==> src/logic/dmb_cfg_pkg.sv <==
package dmb_cfg_pkg;

	//////////////////////////////////////////////////////////////////////
	// Front-end boards and trigger vectors
	//////////////////////////////////////////////////////////////////////

	// Five CFEBs on the motherboard
	localparam int NUM_CFEB = 5;

	// Bit 0 is the global LCT, bits 5..1 go one per board
	localparam int LCT_W = NUM_CFEB + 1;

	//////////////////////////////////////////////////////////////////////
	// Latency timers
	//////////////////////////////////////////////////////////////////////

	localparam int TIMER_W    = 8;
	localparam int NUM_TIMERS = 4;

	// DAV monitor bits: CFEB, TMB, ALCT
	localparam int DAV_MON_W = 3;

	// Power-up sequencing lengths in clkcms cycles
	localparam int FPGA_RST_CYCLES = 16;
	localparam int POH_CYCLES_DEF  = 65535;

endpackage

==> src/logic/dmb_trig_pkg.sv <==
package dmb_trig_pkg;

	import dmb_cfg_pkg::*;

	// One bit per front-end board
	typedef logic [NUM_CFEB-1:0] cfeb_vec_t;

	// Single latency measurement
	typedef logic [TIMER_W-1:0] timer_val_t;

	// All timers side by side, LCT in the low byte then CFEB, TMB, ALCT
	typedef logic [NUM_TIMERS*TIMER_W-1:0] tm_count_t;

	// Power-up reset sequence
	typedef enum logic [1:0]
	{
		RST_WAIT_RDY,
		RST_LOCAL,
		RST_HOLDOFF,
		RST_RUN
	} rst_state_t;

endpackage

==> src/logic/reset_sequencer.sv <==
`timescale 1ns/10ps

module reset_sequencer
	import dmb_cfg_pkg::*, dmb_trig_pkg::*;
#(
	parameter int POH_CYCLES = POH_CYCLES_DEF
)
(
	input  logic clkcms,
	input  logic rst,
	input  logic fpga_ready_i,
	output logic fpga_rst_o,
	output logic holdoff_o,
	output logic ctrl_ready_o
);

	// One down-counter covers both the local reset and the holdoff
	localparam int CNT_MAX = (POH_CYCLES > FPGA_RST_CYCLES) ? POH_CYCLES : FPGA_RST_CYCLES;
	localparam int CNT_W   = $clog2(CNT_MAX + 1);

	logic             rdy_s1;
	logic             rdy_s2;
	logic             rdy_d;
	logic             rdy_rise;
	rst_state_t       state;
	logic [CNT_W-1:0] cnt;

	//////////////////////////////////////////////////////////////////////
	// Ready synchronizer and edge detect
	//////////////////////////////////////////////////////////////////////

	always_ff @(posedge clkcms or posedge rst)
	begin
		if (rst)
		begin
			rdy_s1 <= 1'b0;
			rdy_s2 <= 1'b0;
			rdy_d  <= 1'b0;
		end
		else
		begin
			rdy_s1 <= fpga_ready_i;
			rdy_s2 <= rdy_s1;
			rdy_d  <= rdy_s2;
		end
	end

	assign rdy_rise = rdy_s2 & ~rdy_d;

	//////////////////////////////////////////////////////////////////////
	// Sequence FSM
	//////////////////////////////////////////////////////////////////////

	always_ff @(posedge clkcms or posedge rst)
	begin
		if (rst)
		begin
			state <= RST_WAIT_RDY;
			cnt   <= '0;
		end
		else if (!rdy_s2)
		begin
			// Losing ready restarts everything
			state <= RST_WAIT_RDY;
			cnt   <= '0;
		end
		else
		begin
			case (state)
				RST_WAIT_RDY:
					if (rdy_rise)
					begin
						state <= RST_LOCAL;
						cnt   <= CNT_W'(FPGA_RST_CYCLES - 1);
					end
				RST_LOCAL:
					if (cnt == '0)
					begin
						state <= RST_HOLDOFF;
						cnt   <= CNT_W'(POH_CYCLES - 1);
					end
					else
						cnt <= cnt - 1'b1;
				RST_HOLDOFF:
					if (cnt == '0)
						state <= RST_RUN;
					else
						cnt <= cnt - 1'b1;
				default:
					state <= RST_RUN;
			endcase
		end
	end

	assign fpga_rst_o   = (state == RST_LOCAL);
	assign holdoff_o    = (state == RST_HOLDOFF);
	assign ctrl_ready_o = (state == RST_HOLDOFF) || (state == RST_RUN);

endmodule

==> src/logic/trg_timer.sv <==
`timescale 1ns/10ps

module trg_timer
	import dmb_trig_pkg::*;
(
	input  logic       clkcms,
	input  logic       rst,
	input  logic       holdoff_i,
	input  logic       clr_i,
	input  logic       start_i,
	input  logic       stop_i,
	output timer_val_t time_o
);

	logic       armed;
	logic       running;
	timer_val_t cnt;

	//////////////////////////////////////////////////////////////////////
	// One-shot latency measurement
	//////////////////////////////////////////////////////////////////////

	always_ff @(posedge clkcms or posedge rst)
	begin
		if (rst)
		begin
			armed   <= 1'b1;
			running <= 1'b0;
			cnt     <= '0;
		end
		else if (clr_i)
		begin
			// Rearm for the next measurement
			armed   <= 1'b1;
			running <= 1'b0;
			cnt     <= '0;
		end
		else if (armed && !holdoff_i && start_i)
		begin
			armed   <= 1'b0;
			running <= 1'b1;
			cnt     <= '0;
		end
		else if (running)
		begin
			// Hold at full scale
			if (cnt != '1)
				cnt <= cnt + 1'b1;
			if (stop_i)
				running <= 1'b0;
		end
	end

	assign time_o = cnt;

endmodule

==> src/logic/trig_encoder.sv <==
`timescale 1ns/10ps

module trig_encoder
	import dmb_cfg_pkg::*, dmb_trig_pkg::*;
(
	input  logic      clkcms,
	input  logic      rst,
	input  logic      resync_i,
	input  logic      dcfeb_in_use_i,
	input  logic      cable_dly_i,
	input  logic      l1a_cfeb_i,
	input  cfeb_vec_t lct_i,
	input  cfeb_vec_t l1a_match_i,
	output cfeb_vec_t enc_b0_o,
	output cfeb_vec_t enc_b1_o,
	output cfeb_vec_t enc_b2_o
);

	cfeb_vec_t enc_b0;
	cfeb_vec_t enc_b1;
	cfeb_vec_t enc_b2;
	cfeb_vec_t enc_b0_d;
	cfeb_vec_t enc_b1_d;
	cfeb_vec_t enc_b2_d;

	//////////////////////////////////////////////////////////////////////
	// Encoding
	//////////////////////////////////////////////////////////////////////

	// DCFEBs take L1A-match on bit 0, older boards take the LCT
	assign enc_b0 = dcfeb_in_use_i ? l1a_match_i : lct_i;
	assign enc_b1 = {NUM_CFEB{l1a_cfeb_i}};
	assign enc_b2 = {NUM_CFEB{resync_i}};

	// Extra cycle for long cables
	always_ff @(posedge clkcms)
	begin
		enc_b0_d <= enc_b0;
		enc_b1_d <= enc_b1;
		enc_b2_d <= enc_b2;
	end

	//////////////////////////////////////////////////////////////////////
	// Output registers
	//////////////////////////////////////////////////////////////////////

	always_ff @(posedge clkcms or posedge rst)
	begin
		if (rst)
		begin
			enc_b0_o <= '0;
			enc_b1_o <= '0;
			enc_b2_o <= '0;
		end
		else
		begin
			enc_b0_o <= cable_dly_i ? enc_b0_d : enc_b0;
			enc_b1_o <= cable_dly_i ? enc_b1_d : enc_b1;
			enc_b2_o <= cable_dly_i ? enc_b2_d : enc_b2;
		end
	end

endmodule

==> src/logic/dmb_trig_top.sv <==
`timescale 1ns/10ps

module dmb_trig_top
	import dmb_cfg_pkg::*, dmb_trig_pkg::*;
#(
	parameter int POH_CYCLES = POH_CYCLES_DEF
)
(
	input  logic                 clkcms,
	input  logic                 rst,
	input  logic                 fpga_ready_i,
	input  logic                 resync_i,
	input  logic                 dcfeb_in_use_i,
	input  logic                 cable_dly_i,
	input  logic [LCT_W-1:0]     lct_i,
	input  logic [LCT_W-1:0]     l1a_match_i,
	input  logic                 l1a_cfeb_i,
	input  logic                 gfpush_i,
	input  logic                 dpush_i,
	input  logic [DAV_MON_W-1:0] dav_mon_i,
	input  logic                 timer_clr_i,
	output cfeb_vec_t            trg_enc_b0_o,
	output cfeb_vec_t            trg_enc_b1_o,
	output cfeb_vec_t            trg_enc_b2_o,
	output logic                 fpga_rst_b_o,
	output logic                 holdoff_o,
	output logic                 ctrl_ready_o,
	output tm_count_t            tm_count_o
);

	logic                  fpga_rst;
	logic                  holdoff;
	logic                  int_rst;
	logic                  resync;
	logic [NUM_TIMERS-1:0] tmr_start;
	logic [NUM_TIMERS-1:0] tmr_stop;

	//////////////////////////////////////////////////////////////////////
	// Resets and holdoff
	//////////////////////////////////////////////////////////////////////

	reset_sequencer #(
		.POH_CYCLES(POH_CYCLES)
	) u_rst_seq (
		.clkcms      (clkcms),
		.rst         (rst),
		.fpga_ready_i(fpga_ready_i),
		.fpga_rst_o  (fpga_rst),
		.holdoff_o   (holdoff),
		.ctrl_ready_o(ctrl_ready_o)
	);

	assign int_rst      = rst | fpga_rst;
	assign resync       = resync_i | fpga_rst;
	assign fpga_rst_b_o = ~fpga_rst;
	assign holdoff_o    = holdoff;

	//////////////////////////////////////////////////////////////////////
	// Trigger encoding to the CFEBs
	//////////////////////////////////////////////////////////////////////

	// Global bit 0 of LCT and L1A-match stays on the board
	trig_encoder u_trig_enc (
		.clkcms        (clkcms),
		.rst           (int_rst),
		.resync_i      (resync),
		.dcfeb_in_use_i(dcfeb_in_use_i),
		.cable_dly_i   (cable_dly_i),
		.l1a_cfeb_i    (l1a_cfeb_i),
		.lct_i         (lct_i[LCT_W-1:1]),
		.l1a_match_i   (l1a_match_i[LCT_W-1:1]),
		.enc_b0_o      (trg_enc_b0_o),
		.enc_b1_o      (trg_enc_b1_o),
		.enc_b2_o      (trg_enc_b2_o)
	);

	//////////////////////////////////////////////////////////////////////
	// Latency timers: LCT, CFEB DAV, TMB DAV, ALCT DAV
	//////////////////////////////////////////////////////////////////////

	assign tmr_start = {dav_mon_i, lct_i[0]};
	assign tmr_stop  = {{DAV_MON_W{dpush_i}}, gfpush_i};

	for (genvar i = 0; i < NUM_TIMERS; i++)
	begin : g_tmr
		trg_timer u_tmr (
			.clkcms   (clkcms),
			.rst      (int_rst),
			.holdoff_i(holdoff),
			.clr_i    (timer_clr_i),
			.start_i  (tmr_start[i]),
			.stop_i   (tmr_stop[i]),
			.time_o   (tm_count_o[i*TIMER_W +: TIMER_W])
		);
	end

endmodule

==> config.mk <==
export PLATFORM = sky130hd
export DESIGN_NAME = dmb_trig_top
export DESIGN_NICKNAME = d
export VERILOG_FILES = /design/src/logic/dmb_cfg_pkg.sv /design/src/logic/dmb_trig_pkg.sv /design/src/logic/reset_sequencer.sv /design/src/logic/trg_timer.sv /design/src/logic/trig_encoder.sv /design/src/logic/dmb_trig_top.sv
export SDC_FILE = /design/constraint.sdc
export NUM_CORES = 1
export LEC_CHECK = 0
export BUFFER_PORTS_ARGS = -buffer_cell sky130_fd_sc_hd__buf_2
export CAP_MARGIN = 25
export CORE_MARGIN = 10
export CORE_UTILIZATION = 61
export CTS_CLUSTER_SIZE = 12
export DETAILED_ROUTE_END_ITERATION = 6
export HOLD_SLACK_MARGIN = 0.15
export PLACE_DENSITY_LB_ADDON = 0.15
export SYNTH_ARGS = -nofsm -noshare
export SYNTH_HDL_FRONTEND = slang
export SYNTH_HIERARCHICAL = 1
export SYNTH_SLANG_ARGS = --single-unit
==> constraint.sdc <==
create_clock -name clkcms -period 3.34 [get_ports clkcms]
set_clock_uncertainty 0.15 [all_clocks]
set_input_delay 0.334 -clock clkcms [delete_from_list [all_inputs] [get_ports clkcms]]
set_output_delay 0.334 -clock clkcms [all_outputs]
set_load 0.01 [all_outputs]
==> metrics <==
status complete, no violations; drt first pass iters 4; I/O Buffers 73; Tmin final 2.51 ns; synthesized instance count 409; endpoints failing setup 0; reg2reg end u_rst_seq/cnt[10]$_DFFE_PP0P_; Fillers 518; Rows 30; Cell variety after synth 60; share of synthesized flip-flops with an asynchronous set or reset 90.7%; core area 6830 um2; share of cells above drive strength 1 28.8%; Layout area overhead 15.4%; Hold WC Path Type input pin to flip-flop; CTS tree done; Main synth FF type dfrtp_1; worst-path fanout max 15; Worst Hold Launch dav_mon_i[2]; vias per inst 5.87; largest area contributor in the netlist dfrtp_1; Synth Cell Area 4330 um2; Crit Path Class flip-flop to flip-flop; Hold Path Depth 3; GP Congestion 0.884; Post-synth EDFFs 0; Post-CTS Setup Repair Bufs 0; gr usage total 17.7%; Hold Fails Final Rpt 0; Die Ht 104 um; Initial Util 63.3%; Min-Delay Endpoint g_tmr[3].u_tmr/armed$_DFFE_PP1P_; diode count 0; Via Count 3,434; Routed wire per std cell 16.7 um; pre-CTS setup slack 0.884 ns; critical-path cell list inv_1 -> ha_1 -> or2_2 -> nand4_1 -> nor2_1 -> a31oi_1 -> a31oi_1; CTS Buf Count 9; final period utilization 75.0%; Buf+Inv Stages, Crit Path 1; clock root buffer master clkbuf_8; clk_lat worst skew 0.35 ns; Die W 104 um; nature of the critical path startpoint flip-flop; crit-path most repeated cell a31oi_1; fin worst setup slack 0.834 ns; Sink Count 75; initial antenna violation count 0; crit end category flip-flop; first-pass GRT wire length 16,200 um; DRC errors left 0; top cells by area, synth dfrtp_1 (37%), mux2i_1 (5.1%), nand3b_1 (4.2%), dfxtp_1 (3.2%), mux2_2 (3.1%); Synth Register Bits 75; I/O pin count 75; largest net degree at the start of global routing 53; RSZ-0062 raised after global routing no; Slew Limit Fails 0; CP arrival 2.62 ns; Layout Nets 518; Yosys top cell area share 37.0%; Setup TNS 0 ns; clock transition at the registers of the reported paths 0.08 ns; r2r setup slk 0.83 ns; antenna-violating nets left 0; grt ovf 0; Seq/Total Area, Yosys 42.7%; syn_nets 443; die area 10,900 um2; Pleak 2.29 nW; final wirelength 9760 um; CTS Buffer Depth 2; post-detail-place hpwl 6700 um; family with the most delay on the worst path simple AND/OR/NAND/NOR gates; Max Cap Viol 0; Synth top cells by count dfrtp_1 (64), a21oi_1 (26), nand3b_1 (24); Fmax achieved 0.399 GHz; worst r2r src u_rst_seq/state[0]$_DFFE_PP0P_; 1st-iter DRT viols 166; H-tree levels 3; vias in the first global route 3,329; WP data required 3.46 ns; register area 1850 um2; slew margin rel. 45.6%; most common cell in the netlist dfrtp_1; PD cells 617 nW/um2; area of the multi-input gates 2220 um2; Least-Margin Pin Slew 0.816 ns; Slowest-stage cell, CP nor2_1; Yosys warnings 6; Post-Syn Area per Cell 10.6 um2; Register-to-Register Path Depth 7; CP max stage delay 0.58 ns; maximum VDD drop 0.455 mV
per-layer routing:
| layer | vias to the layer above | global-route usage [%] | wire [um] | part of all wire (%) |
|---|---|---|---|---|
| li1 | 1671 | - | - | - |
| met1 | 1663 | 21.6 | 4310 | 44 |
| met2 | 88 | 28.8 | 4750 | 49 |
| met3 | 12 | 5.39 | 569 | 5.8 |
| met4 | 0 | 6.36 | 140 | 1.4 |
| met5 | - | 0 | 0 | 0 |
state kept, by name, summed over array words and instances (netlist names):
| register | count |
|---|---|
| g_tmr.u_tmr/time_o | 32 |
| u_rst_seq/cnt | 16 |
| u_trig_enc/enc_b0_d | 5 |
| u_trig_enc/enc_b0_o | 5 |
| g_tmr.u_tmr/armed | 4 |
| g_tmr.u_tmr/running | 4 |
| u_rst_seq/state | 2 |
| u_rst_seq/rdy_d | 1 |
| u_rst_seq/rdy_s1 | 1 |
| u_rst_seq/rdy_s2 | 1 |
| u_trig_enc/enc_b1_d | 1 |
| u_trig_enc/enc_b1_o | 1 |
| u_trig_enc/enc_b2_d | 1 |
| u_trig_enc/enc_b2_o | 1 |
kinds of logic (layout without fill, tap and decap cells):
logic type,count (synthesis),in the layout,share of synthesized area (%)
multiplexers,34,34,8.22
AND/OR/NAND/NOR,154,154,24.6
adder cells (fa/ha/maj),9,9,2.60
flip-flops,75,75,42.7
buffers and inverters,43,123,6.02
AO/OA/AOI/OAI,94,94,15.8
worst max path at each step:
stage,end,slack [ns],from,depth (start not counted)
3_3_place_gp,u_rst_seq/cnt[10]$_DFFE_PP0P_,0.99,u_rst_seq/state[0]$_DFFE_PP0P_,7
6_report,u_rst_seq/cnt[10]$_DFFE_PP0P_,0.83,u_rst_seq/state[0]$_DFFE_PP0P_,7
2_1_floorplan,u_rst_seq/cnt[14]$_DFFE_PP0P_,1.22,u_rst_seq/state[0]$_DFFE_PP0P_,7
5_1_grt,u_rst_seq/cnt[10]$_DFFE_PP0P_,0.60,u_rst_seq/state[0]$_DFFE_PP0P_,7
4_1_cts,u_rst_seq/cnt[10]$_DFFE_PP0P_,0.85,u_rst_seq/state[0]$_DFFE_PP0P_,7
3_5_place_dp,u_rst_seq/cnt[10]$_DFFE_PP0P_,0.88,u_rst_seq/state[0]$_DFFE_PP0P_,7
metrics by stage:
stage	cell area, um2	util [%]	cells	hold WS (ns)	power, mW
detailed placement	4620	67.6	552	0.204	2.35
CTS	4990	73.0	585	0.150	3.08
global route	4990	73.0	585	0.153	3.30
finish	4990	73.0	585	0.159	3.08
global placement	4620	67.6	552	0.184	2.31
floorplan	4330	-	409	0.161	2.09
power breakdown:
part,switching [mW],internal (mW),leakage [nW]
clock,0.350,0.369,0.0999
combinational,0.714,0.506,1.23
sequential,0.130,1.01,0.959
total,1.19,1.88,2.29
tightest hold or removal path, stage by stage:
cell      delay, ns
buf_2          0.12
nand2b_1       0.07
a21o_1         0.11
repair_timing:
action | 4_1_cts | 5_1_grt
hold buffers | 17 | 0
hold endpoints to repair | 42 | 0
gates resized for setup | 0 | 0
final cells by class:
cell class / instances / share of cell area, %
Clock buffer: 11 / 2.83
Clock inverter: 5 / 1.20
Inverter: 16 / 1.20
Multi-Input combinational cell: 291 / 44.5
Sequential cell: 75 / 37.0
Tap cell: 96 / 2.41
Timing Repair Buffer: 91 / 10.9
layout by cell type (no fill, tap or decap), drive strengths merged, types with 12 or more instances in the layout:
cell type	count
nand2b	13
dfrtp	64
a21oi	30
mux2	12
inv	17
nand3b	28
mux2i	22
nand4	12
or3b	16
o21ai	18
nor2	12
buf	74
nand2	13
dlygate4sd3	17
(Power assumes the default switching activity.)
